### src/verilog/fpu_pkg.sv
package fpu_pkg;

    // operand and result word, IEEE single or two's-complement integer
    typedef logic [31:0] word_t;

    typedef logic [2:0] func3_t;
    typedef logic [6:0] func7_t;

    // operation field codes
    localparam func7_t FUNC7_FSGNJ = 7'b0010000;
    localparam func7_t FUNC7_FCOMP = 7'b1010000;
    localparam func7_t FUNC7_ITOF  = 7'b1101000;
    localparam func7_t FUNC7_FMVI  = 7'b1110000;
    localparam func7_t FUNC7_IMVF  = 7'b1111000;

    // sign injection variants
    localparam func3_t FUNC3_SGNJ  = 3'b000;
    localparam func3_t FUNC3_SGNJN = 3'b001;
    localparam func3_t FUNC3_SGNJX = 3'b010;

    // comparison variants
    localparam func3_t FUNC3_FLE = 3'b000;
    localparam func3_t FUNC3_FLT = 3'b001;
    localparam func3_t FUNC3_FEQ = 3'b010;

    // one-hot unit order, bit positions below
    typedef logic [4:0] unit_sel_t;

    localparam int UNIT_FSGNJ   = 0;
    localparam int UNIT_FCOMP   = 1;
    localparam int UNIT_ITOF    = 2;
    localparam int UNIT_MOVE    = 3;
    localparam int UNIT_ILLEGAL = 4;

    typedef struct packed {
        unit_sel_t sel;
        func3_t    func3;
    } fpu_dispatch_t;

    // what every execute unit hands back
    typedef struct packed {
        logic  done;
        word_t data;
    } unit_result_t;

    typedef enum logic {
        ITOF_IDLE,
        ITOF_NORM
    } itof_state_t;

endpackage

### src/verilog/fpu_decode.sv
module fpu_decode import fpu_pkg::*; (
    input  logic          dispatch_ok,
    input  func7_t        func7,
    input  func3_t        func3,
    output fpu_dispatch_t dispatch
);

    unit_sel_t sel;

    // one order bit per func7 code
    always_comb begin
        sel = '0;
        if (dispatch_ok) begin
            case (func7)
                FUNC7_FSGNJ: begin
                    sel[UNIT_FSGNJ] = 1'b1;
                end
                FUNC7_FCOMP: begin
                    sel[UNIT_FCOMP] = 1'b1;
                end
                FUNC7_ITOF: begin
                    sel[UNIT_ITOF] = 1'b1;
                end
                // both raw moves share one path
                FUNC7_FMVI, FUNC7_IMVF: begin
                    sel[UNIT_MOVE] = 1'b1;
                end
                // any other code takes the illegal path
                default: begin
                    sel[UNIT_ILLEGAL] = 1'b1;
                end
            endcase
        end
    end

    always_comb begin
        dispatch.sel   = sel;
        dispatch.func3 = func3;
    end

endmodule

### src/verilog/fsgnj.sv
module fsgnj import fpu_pkg::*; (
    input  logic         order,
    input  func3_t       func3,
    input  word_t        rs1,
    input  word_t        rs2,
    output unit_result_t result
);

    logic sign;

    // pick the sign, magnitude always from rs1
    always_comb begin
        case (func3)
            FUNC3_SGNJN: begin
                sign = ~rs2[31];
            end
            FUNC3_SGNJX: begin
                sign = rs1[31] ^ rs2[31];
            end
            default: begin
                sign = rs2[31];
            end
        endcase
    end

    // single cycle, done with the order
    always_comb begin
        result.done = order;
        result.data = {sign, rs1[30:0]};
    end

endmodule

### src/verilog/fcomp.sv
module fcomp import fpu_pkg::*; (
    input  logic         order,
    input  func3_t       func3,
    input  word_t        rs1,
    input  word_t        rs2,
    output unit_result_t result
);

    logic rs1_nan;
    logic rs2_nan;
    logic both_zero;
    logic eq;
    logic lt;
    logic cmp;

    always_comb begin
        rs1_nan   = (rs1[30:23] == 8'hff) && (rs1[22:0] != 23'd0);
        rs2_nan   = (rs2[30:23] == 8'hff) && (rs2[22:0] != 23'd0);
        // +0 and -0 compare equal
        both_zero = (rs1[30:0] == 31'd0) && (rs2[30:0] == 31'd0);
        eq        = both_zero || (rs1 == rs2);
    end

    // sign-magnitude ordering
    always_comb begin
        case ({rs1[31], rs2[31]})
            2'b00: begin
                lt = rs1[30:0] < rs2[30:0];
            end
            2'b11: begin
                lt = rs1[30:0] > rs2[30:0];
            end
            2'b10: begin
                lt = ~both_zero;
            end
            default: begin
                lt = 1'b0;
            end
        endcase
    end

    always_comb begin
        case (func3)
            FUNC3_FLE: cmp = lt | eq;
            FUNC3_FLT: cmp = lt;
            FUNC3_FEQ: cmp = eq;
            default:   cmp = 1'b0;
        endcase
        // any NaN makes every comparison false
        if (rs1_nan || rs2_nan) begin
            cmp = 1'b0;
        end
    end

    always_comb begin
        result.done = order;
        result.data = {31'd0, cmp};
    end

endmodule

### src/verilog/itof.sv
module itof import fpu_pkg::*; #(
    parameter int NORM_MAX = 31
) (
    input  logic         clk,
    input  logic         arst_n,
    input  logic         order,
    input  word_t        rs1,
    output logic         accepted,
    output unit_result_t result
);

    localparam int CNT_W = $clog2(NORM_MAX + 1);

    itof_state_t      state;
    logic [CNT_W-1:0] count;
    word_t            mag;
    logic             sign;
    logic             norm_end;
    logic [7:0]       exponent;

    // only takes an order when idle
    always_comb begin
        accepted = order && (state == ITOF_IDLE);
        norm_end = (state == ITOF_NORM) && ((mag == '0) || mag[31]);
    end

    always_ff @(posedge clk or negedge arst_n) begin
        if (!arst_n) begin
            state <= ITOF_IDLE;
            count <= '0;
        end else begin
            case (state)
                ITOF_IDLE: begin
                    if (accepted) begin
                        state <= ITOF_NORM;
                        count <= '0;
                    end
                end
                ITOF_NORM: begin
                    if (norm_end) begin
                        state <= ITOF_IDLE;
                    end else begin
                        count <= count + CNT_W'(1);
                    end
                end
                default: begin
                    state <= ITOF_IDLE;
                end
            endcase
        end
    end

    // magnitude register, shifted left until bit 31 is set
    always_ff @(posedge clk) begin
        if (accepted) begin
            sign <= rs1[31];
            mag  <= rs1[31] ? word_t'(~rs1 + 32'd1) : rs1;
        end else if ((state == ITOF_NORM) && !norm_end) begin
            mag <= mag << 1;
        end
    end

    // bias 127 plus 31 for the top bit
    always_comb begin
        exponent = 8'd158 - 8'(count);
    end

    // mantissa truncated, zero input gives +0
    always_comb begin
        result.done = norm_end;
        if (mag == '0) begin
            result.data = '0;
        end else begin
            result.data = {sign, exponent, mag[30:8]};
        end
    end

    // input narrower than NORM_MAX bits must never need more shifts
    a_norm_bound: assert property (
        @(posedge clk) disable iff (!arst_n)
        (state == ITOF_NORM) && !norm_end |-> count < NORM_MAX
    ) else $error("itof: normalization count exceeds NORM_MAX");

endmodule

### src/verilog/fpu_result.sv
module fpu_result import fpu_pkg::*; (
    input  logic          clk,
    input  logic          arst_n,
    input  fpu_dispatch_t dispatch,
    input  word_t         rs1,
    input  unit_result_t  fsgnj_res,
    input  unit_result_t  fcomp_res,
    input  unit_result_t  itof_res,
    input  logic          itof_accepted,
    output logic          accepted,
    output logic          done,
    output word_t         rd
);

    logic  move_done;
    logic  illegal_done;
    word_t rd_q;
    word_t rd_next;

    // moves and illegal orders finish here at once
    always_comb begin
        move_done    = dispatch.sel[UNIT_MOVE];
        illegal_done = dispatch.sel[UNIT_ILLEGAL];
    end

    // single-cycle units accept and finish together
    always_comb begin
        accepted = fsgnj_res.done | fcomp_res.done | itof_accepted
                 | move_done | illegal_done;
        done     = fsgnj_res.done | fcomp_res.done | itof_res.done
                 | move_done | illegal_done;
    end

    always_comb begin
        if (fsgnj_res.done) begin
            rd_next = fsgnj_res.data;
        end else if (fcomp_res.done) begin
            rd_next = fcomp_res.data;
        end else if (itof_res.done) begin
            rd_next = itof_res.data;
        end else if (move_done) begin
            rd_next = rs1;
        end else if (illegal_done) begin
            rd_next = '0;
        end else begin
            rd_next = rd_q;
        end
    end

    assign rd = rd_next;

    // last result stays visible until the next done
    always_ff @(posedge clk or negedge arst_n) begin
        if (!arst_n) begin
            rd_q <= '0;
        end else if (done) begin
            rd_q <= rd_next;
        end
    end

    a_one_done: assert property (
        @(posedge clk) disable iff (!arst_n)
        $onehot0({fsgnj_res.done, fcomp_res.done, itof_res.done, move_done, illegal_done})
    ) else $error("fpu_result: more than one unit done");

endmodule

### src/verilog/fpu.sv
module fpu import fpu_pkg::*; #(
    parameter int NORM_MAX = 31
) (
    input  logic   clk,
    input  logic   arst_n,
    input  logic   order,
    input  func3_t func3,
    input  func7_t func7,
    input  word_t  rs1,
    input  word_t  rs2,
    output logic   accepted,
    output logic   done,
    output word_t  rd
);

    logic          busy;
    logic          dispatch_ok;
    logic          itof_accepted;
    fpu_dispatch_t dispatch;
    unit_result_t  fsgnj_res;
    unit_result_t  fcomp_res;
    unit_result_t  itof_res;

    // new orders only go out while nothing is in flight
    assign dispatch_ok = ~busy & order;

    // busy covers multi-cycle work, cleared in the done cycle
    always_ff @(posedge clk or negedge arst_n) begin
        if (!arst_n) begin
            busy <= 1'b0;
        end else if (busy) begin
            busy <= ~done;
        end else begin
            busy <= dispatch_ok & ~done;
        end
    end

    fpu_decode u_decode (
        .dispatch_ok (dispatch_ok),
        .func7       (func7),
        .func3       (func3),
        .dispatch    (dispatch)
    );

    fsgnj u_fsgnj (
        .order  (dispatch.sel[UNIT_FSGNJ]),
        .func3  (dispatch.func3),
        .rs1    (rs1),
        .rs2    (rs2),
        .result (fsgnj_res)
    );

    fcomp u_fcomp (
        .order  (dispatch.sel[UNIT_FCOMP]),
        .func3  (dispatch.func3),
        .rs1    (rs1),
        .rs2    (rs2),
        .result (fcomp_res)
    );

    itof #(
        .NORM_MAX (NORM_MAX)
    ) u_itof (
        .clk      (clk),
        .arst_n   (arst_n),
        .order    (dispatch.sel[UNIT_ITOF]),
        .rs1      (rs1),
        .accepted (itof_accepted),
        .result   (itof_res)
    );

    fpu_result u_result (
        .clk           (clk),
        .arst_n        (arst_n),
        .dispatch      (dispatch),
        .rs1           (rs1),
        .fsgnj_res     (fsgnj_res),
        .fcomp_res     (fcomp_res),
        .itof_res      (itof_res),
        .itof_accepted (itof_accepted),
        .accepted      (accepted),
        .done          (done),
        .rd            (rd)
    );

    // a done needs either work in flight or an order taken now
    a_done_owned: assert property (
        @(posedge clk) disable iff (!arst_n)
        done |-> busy || dispatch_ok
    ) else $error("fpu: done without an operation");

endmodule

### config.mk
export PLATFORM = sky130hd
export DESIGN_NAME = fpu
export DESIGN_NICKNAME = d
export VERILOG_FILES = /design/src/verilog/fpu_pkg.sv /design/src/verilog/fpu_decode.sv /design/src/verilog/fsgnj.sv /design/src/verilog/fcomp.sv /design/src/verilog/itof.sv /design/src/verilog/fpu_result.sv /design/src/verilog/fpu.sv
export SDC_FILE = /design/constraint.sdc
export NUM_CORES = 1
export LEC_CHECK = 0
export BUFFER_PORTS_ARGS = -buffer_cell sky130_fd_sc_hd__buf_2
export CORE_MARGIN = 3
export CORE_UTILIZATION = 50
export CTS_CLUSTER_DIAMETER = 50
export CTS_CLUSTER_SIZE = 14
export DETAILED_ROUTE_END_ITERATION = 8
export GPL_ROUTABILITY_DRIVEN = 0
export MAX_ROUTING_LAYER = met4
export PLACE_DENSITY = 0.74
export SETUP_SLACK_MARGIN = 0.15
export SYNTH_ARGS = -nofsm -noshare
export SYNTH_HDL_FRONTEND = slang
export SYNTH_SLANG_ARGS = --single-unit
### constraint.sdc
create_clock -name clk -period 8.6 [get_ports clk]
set_clock_uncertainty 0.05 [all_clocks]
set_input_delay 1.72 -clock clk [delete_from_list [all_inputs] [get_ports clk]]
set_output_delay 1.72 -clock clk [all_outputs]
set_load 0.05 [all_outputs]
Word-level counts from Yosys, hierarchy flattened
Cells that the tools add are included.
{"block": "word_totals", "register_bits": 72, "word_cells": 89, "inputBits": 77, "out_inout_bits": 34}
{"block": "op_classes", "muxes": 26, "bitwise": 17, "reduce_logical": 21, "addsub": 3, "n_lt_le_gt_ge": 2, "eq_ne": 14}
{"operator": "two-way mux 32 bit", "n": 9}
{"operator": "zero test 31 bit", "n": 2}
{"operator": "nonzero test 23 bit", "n": 2}
{"operator": "adder 32 x 1 -> 32 bit, second input constant", "n": 1}
{"operator": "equality test 32 bit", "n": 1}
{"operator": "zero test 32 bit", "n": 1}
{"operator": "NOT 32 bit", "n": 1}
{"operator": "greater-than comparator 31 bit", "n": 1}
{"operator": "less-than comparator 31 bit", "n": 1}
{"operator": "equality test 7 bit, second input constant", "n": 4}
{"operator": "equality test 8 bit, second input constant", "n": 2}
{"operator": "two-way mux 5 bit", "n": 3}
{"operator": "case mux 5 bit (2 select lines)", "n": 1}
{"operator": "two-way mux 1 bit", "n": 9}
{"operator": "OR 1 bit", "n": 8}
{"operator": "subtractor 8 x 5 -> 8 bit, first input constant", "n": 1}
{"operator": "equality test 7 x 5 -> 1 bit, second input constant", "n": 1}
{"operator": "logical AND 1 bit", "n": 6}
{"operator": "case mux 1 bit (3 select lines)", "n": 2}
{"operator": "adder 5 x 1 -> 5 bit, second input constant", "n": 1}
{"operator": "NOT 1 bit", "n": 5}
{"operator": "OR reduction 5 bit", "n": 1}
{"operator": "equality test 2 bit, second input constant", "n": 2}
{"operator": "case mux 1 bit (2 select lines)", "n": 2}
{"operator": "other kinds (13)", "n": 16}

Depth between registers and ports, before layout
{"block": "logic_depth", "ltp_word": 11, "ltp_mapped": 9, "depth_no_buf": 9}

Hierarchy
A second synthesis with hierarchy kept.
{"block": "unflattened", "cells_unflattened": 793, "area_unflattened_um2": 6521.3}
{"mod": "itof", "instances": 1, "cells_each": 289, "seq_area_each_um2": 1141.1, "area_each_um2": 2631.3}
{"mod": "fpu_result", "instances": 1, "cells_each": 256, "seq_area_each_um2": 800.8, "area_each_um2": 2093.3}
{"mod": "fcomp", "instances": 1, "cells_each": 190, "seq_area_each_um2": 0.0, "area_each_um2": 1348.8}
{"mod": "fsgnj", "instances": 1, "cells_each": 37, "seq_area_each_um2": 0.0, "area_each_um2": 291.5}
{"mod": "fpu_decode", "instances": 1, "cells_each": 18, "seq_area_each_um2": 0.0, "area_each_um2": 112.6}
{"mod": "fpu", "instances": 1, "cells_each": 3, "seq_area_each_um2": 25.0, "area_each_um2": 43.8}

Worst setup path after synthesis
OpenSTA, ideal clock, no wires.
{"block": "synth_path", "path_type": "in2out", "startpoint": "input func7[6]", "endpoint": "output rd[28]", "n_path_buf": 2, "arrival_time_ps": 4160, "slack_ps": 2670, "path_stages": 8, "cell_sequence": "clkbuf_1 and4b_1 a21oi_1 o41ai_2 buf_2 a22oi_1 o22a_1 o21ai_0"}
{"block": "synth_via", "elab_chain_cells": 9}
{"element": "start: declaration", "line": "fpu.sv:8", "rtl": "input func7_t func7,"}
{"element": "equality test 7 x 5 -> 1 bit or equality test 7 bit (tied branches)", "line": "fpu_decode.sv:14", "rtl": "case (func7)"}
{"element": "OR reduction 5 bit (no line)"}
{"element": "two-way mux 1 bit", "line": "fpu_decode.sv:14"}
{"element": "two-way mux 5 bit *", "line": "fpu_decode.sv:13", "rtl": "if (dispatch_ok) begin"}
{"element": "two-way mux 32 bit", "line": "fpu_result.sv:43", "rtl": "end else if (illegal_done) begin"}
{"element": "two-way mux 32 bit", "line": "fpu_result.sv:41", "rtl": "end else if (move_done) begin"}
{"element": "two-way mux 32 bit", "line": "fpu_result.sv:39", "rtl": "end else if (itof_res.done) begin"}
{"element": "two-way mux 32 bit", "line": "fpu_result.sv:37", "rtl": "end else if (fcomp_res.done) begin"}
{"element": "two-way mux 32 bit *", "line": "fpu_result.sv:35", "rtl": "if (fsgnj_res.done) begin"}
{"element": "end: declaration", "line": "fpu.sv:13", "rtl": "output word_t rd"}
Every way passes the cells marked *; elsewhere a longest branch is shown, timed or not.

Worst setup path after layout
{"block": "layout_path", "startpoint": "input func7[2]", "endpoint": "output rd[16]"}
Same word-level chain as after synthesis.

==> flow_summary_export.csv <==
group,metric,value,unit
global_routing,grt_antenna_before_repair,0,
sta,finalSetupViolCount,0,
synth,post_synth_edffs,33,
worst_setup_path,setup.worst_path.end_class,"primary output",
sta,report.final.slew_viol_count,0,
sta,timing_hold_violations_final,0,
synth,synthArstFlopShare,54.17,%
clock_tree,postCtsResizedCells,0,
power,netSwitchingPower,0.2804,mW
global_routing,grt_overflow,0,
outcome,status,"finished, final reports clean",
drt,drt_iter0_markers,701,
synth,postSynthNetCount,758,
placement,post-place-cells,853,
synth,most_instantiated_library_cell_after_synthesis,"o21ai_0",
min_path,min-delay-path-class,"reg -> reg",
synth,syn_area_per_cell,8.648,um2
layout,antennaDiodeCount,0,
synth,synth.largest_area_cell,"edfxtp_1",
clock_tree,clock-root-buffer,"clkbuf_8",
synth,synth_top_cell_area_share,17.79,%
synth,ys_seq_area_share,35.32,%
drt,via_count,5464,
synth,mappedNetlistArea,5569,um2
floorplan,site_rows,37,
power,relative_contribution_of_the_clock_network_to_total_power,34.9,%
clock_tree,cts_setup_buffers,0,
clock_tree,clock_tree.buffer_depth,2,
sta,actual_transition_at_the_worst_max_transition_pin,1.228,ns
sta,fin_setup_tns,0,ns
drt,wirelength,16.80,mm
layout,synthToLayoutAreaGrowth,15.05,%
sta,rsz0062_at_grt,"false",
sta,max_freq,155.5,MHz
power,irDropWorstVdd,69.15,uV
worst_setup_path,wp_data_arrival,4.66,ns
worst_setup_path,critPathMaxFanout,30,
synth,postSynthRegisterBits,72,
floorplan,io_pins,111,
synth,ys_types,60,
clock_tree,tritoncts,"built",
drt,drtPass1Iterations,6,
layout,final_layout_size_suffix_gt1_share,20.33,%
placement,detailed_place_hpwl,12.42,mm
clock_tree,insertion_delay,0.36,ns
power,power_leakage,2.980,nW
synth,yosys-top-cells-count,"74 x o21ai_0, 60 x nand2_1, 54 x a21oi_1, 40 x inv_1, 39 x dfrtp_1",
global_routing,grt_pass1_vias,5535,
floorplan,placeableCoreArea,10560,um2
power,intPower,0.6241,mW
sta,max_slew_margin,17.87,%
clock_tree,cts_made_buffers,9,
power,power.switching_fraction,31.00,%
global_routing,grt_usage,28.58,%
worst_setup_path,timing.critical_path.from_type,"input port",
layout,layout.filler_cells,929,
placement,detailedPlace.worstSlack,2.268,ns
sta,timing.final.crit_period,6.433,ns
global_routing,global_route_wire_length_before_repair,27.83,mm
flow_run,maxCapViolations,0,
clock_tree,tritoncts_num_sinks,72,
power,sequentialPowerShare,41.8,%
drt,drt.antenna.violating_nets,0,
placement,port_buffers,110,
synth,synthTopCellsByArea,"edfxtp_1 18%, dfrtp_1 18%, ha_1 8.3%, o21ai_0 6.7%, a21oi_1 4.9%",
layout,layout.cells.non_filler,869,
floorplan,die_h,111.5,um
worst_setup_path,worst_ep_required_time,6.83,ns
clock_tree,clkSlewWorstSetupHoldPaths,0.08,ns
floorplan,chipWidth,111.5,um
synth,synth-warning-count,0,
global_routing,maximum_number_of_pins_on_one_net_before_global_route_repair,69,
worst_setup_path,crit_type,"in -> out",
clock_tree,postCtsHoldBufs,0,
floorplan,die-area,12440,um2
sta,worst_slack,2.167,ns
synth,synth-main-ff-cell,"dfrtp_1",
synth,number_of_instances_in_the_synthesized_netlist,644,
drt,drc,0,
power,power_frac_comb,23.3,%
drt,routed_wire_length_per_instance,19.33,um
power,power_density,141.2,nW/um2
floorplan,floorplan.initialDensity,52.76,%
layout,nNetsFinal,842,
clock_tree,htree_num_levels,3,
sta,period_share,74.80,%
power,total_power,0.9044,mW
drt,vias_per_cell,6.288,
-- logic make-up (layout without fill, tap and decap cells) --
logic type                 Yosys count  in the layout  synth area share (%)
DFF                                 72             72                 35.32
muxes                                4              4                0.7190
buffers and inverters               81            170                 5.617
and+or+nand+nor                    198            198                 19.52
adders and majority gates           37             37                 8.313
xor gates and xnor gates            32             32                 5.033
AOI/OAI and AO/OA                  220            220                 25.48
-- placed cells by master (no fill, tap or decap), drive strengths merged, types with 7 or more instances in the layout --
cell | Yosys | routed
buf | 8 | 114
o21ai | 75 | 75
nand2 | 60 | 60
a21oi | 54 | 54
inv | 40 | 40
dfrtp | 39 | 39
ha | 37 | 37
edfxtp | 33 | 33
xor2 | 27 | 27
nand2b | 26 | 26
nor2 | 22 | 22
a221oi | 18 | 18
a22o | 18 | 18
nor4 | 17 | 17
nand3 | 15 | 15
nand4 | 11 | 11
o31ai | 11 | 11
clkbuf | 33 | 11
nor3 | 10 | 10
a221o | 8 | 8
o211ai | 7 | 7
-- metrics by stage --
step	hold slack, ns	util [%]	instance area, um2
floorplan	0.4221	-	5569
global placement	0.4462	58.52	6177
detailed placement	0.4810	58.52	6177
CTS	0.5002	60.70	6407
global route	0.5282	60.70	6407
finish	0.4998	60.70	6407
-- layer usage --
layer | part of all wire (%) | track usage [%] | vias up
met4 | 2.2 | 10.87 | 0
met2 | 45 | 43.39 | 270
met1 | 45 | 38.74 | 2569
li1 | - | - | 2586
met3 | 7.7 | 4.348 | 39
met5 | 0 | - | -
-- registers in the layout (all words and copies together) (netlist names) --
register       cells
u_itof.mag        32
u_itof.count       5
u_itof.sign        1
u_result.rd_q     32
busy               1
u_itof.state       1
-- worst paths after layout --
check	from	endpoint	slack, ns	depth (start not counted)
max	func7[2]	rd[16]	2.17	6
min	busy	busy	0.50	2
max reg2reg	u_itof.mag[19]	u_result.rd_q[0]	5.61	7
min reg2reg	busy	busy	0.50	2
max in group asynchronous	arst_n	u_result.rd_q[21]	6.43	1
min in group asynchronous	arst_n	busy	1.46	1
-- final cells by class --
cell class | instances | area [um2] | share of cell area, %
Clock inverter | 5 | 77.57 | 1.211
Multi-Input combinational cell | 491 | 3309 | 51.65
Timing Repair Buffer | 114 | 580.6 | 9.061
Inverter | 40 | 150.1 | 2.343
Clock buffer | 11 | 152.6 | 2.382
Sequential cell | 72 | 1967 | 30.70
Tap cell | 136 | 170.2 | 2.656
-- power by group through the flow --
stage / Sequential [mW] / Combinational (mW) / Clock (mW)
after floorplan: 0.383 / 0.133 / 0
after global placement: 0.385 / 0.202 / 0
after detailed placement: 0.385 / 0.209 / 0
after CTS: 0.378 / 0.209 / 0.318
after global routing: 0.380 / 0.233 / 0.336
final: 0.378 / 0.210 / 0.316
-- worst max-delay path, stage by stage --
cell and delay, ns:
buf_2 0.12, nor3_1 0.35, nand4_1 1.03, or3b_2 0.86, o21ai_0 0.21, buf_2 0.36
No activity file was read; power rests on OpenSTA's default activity.
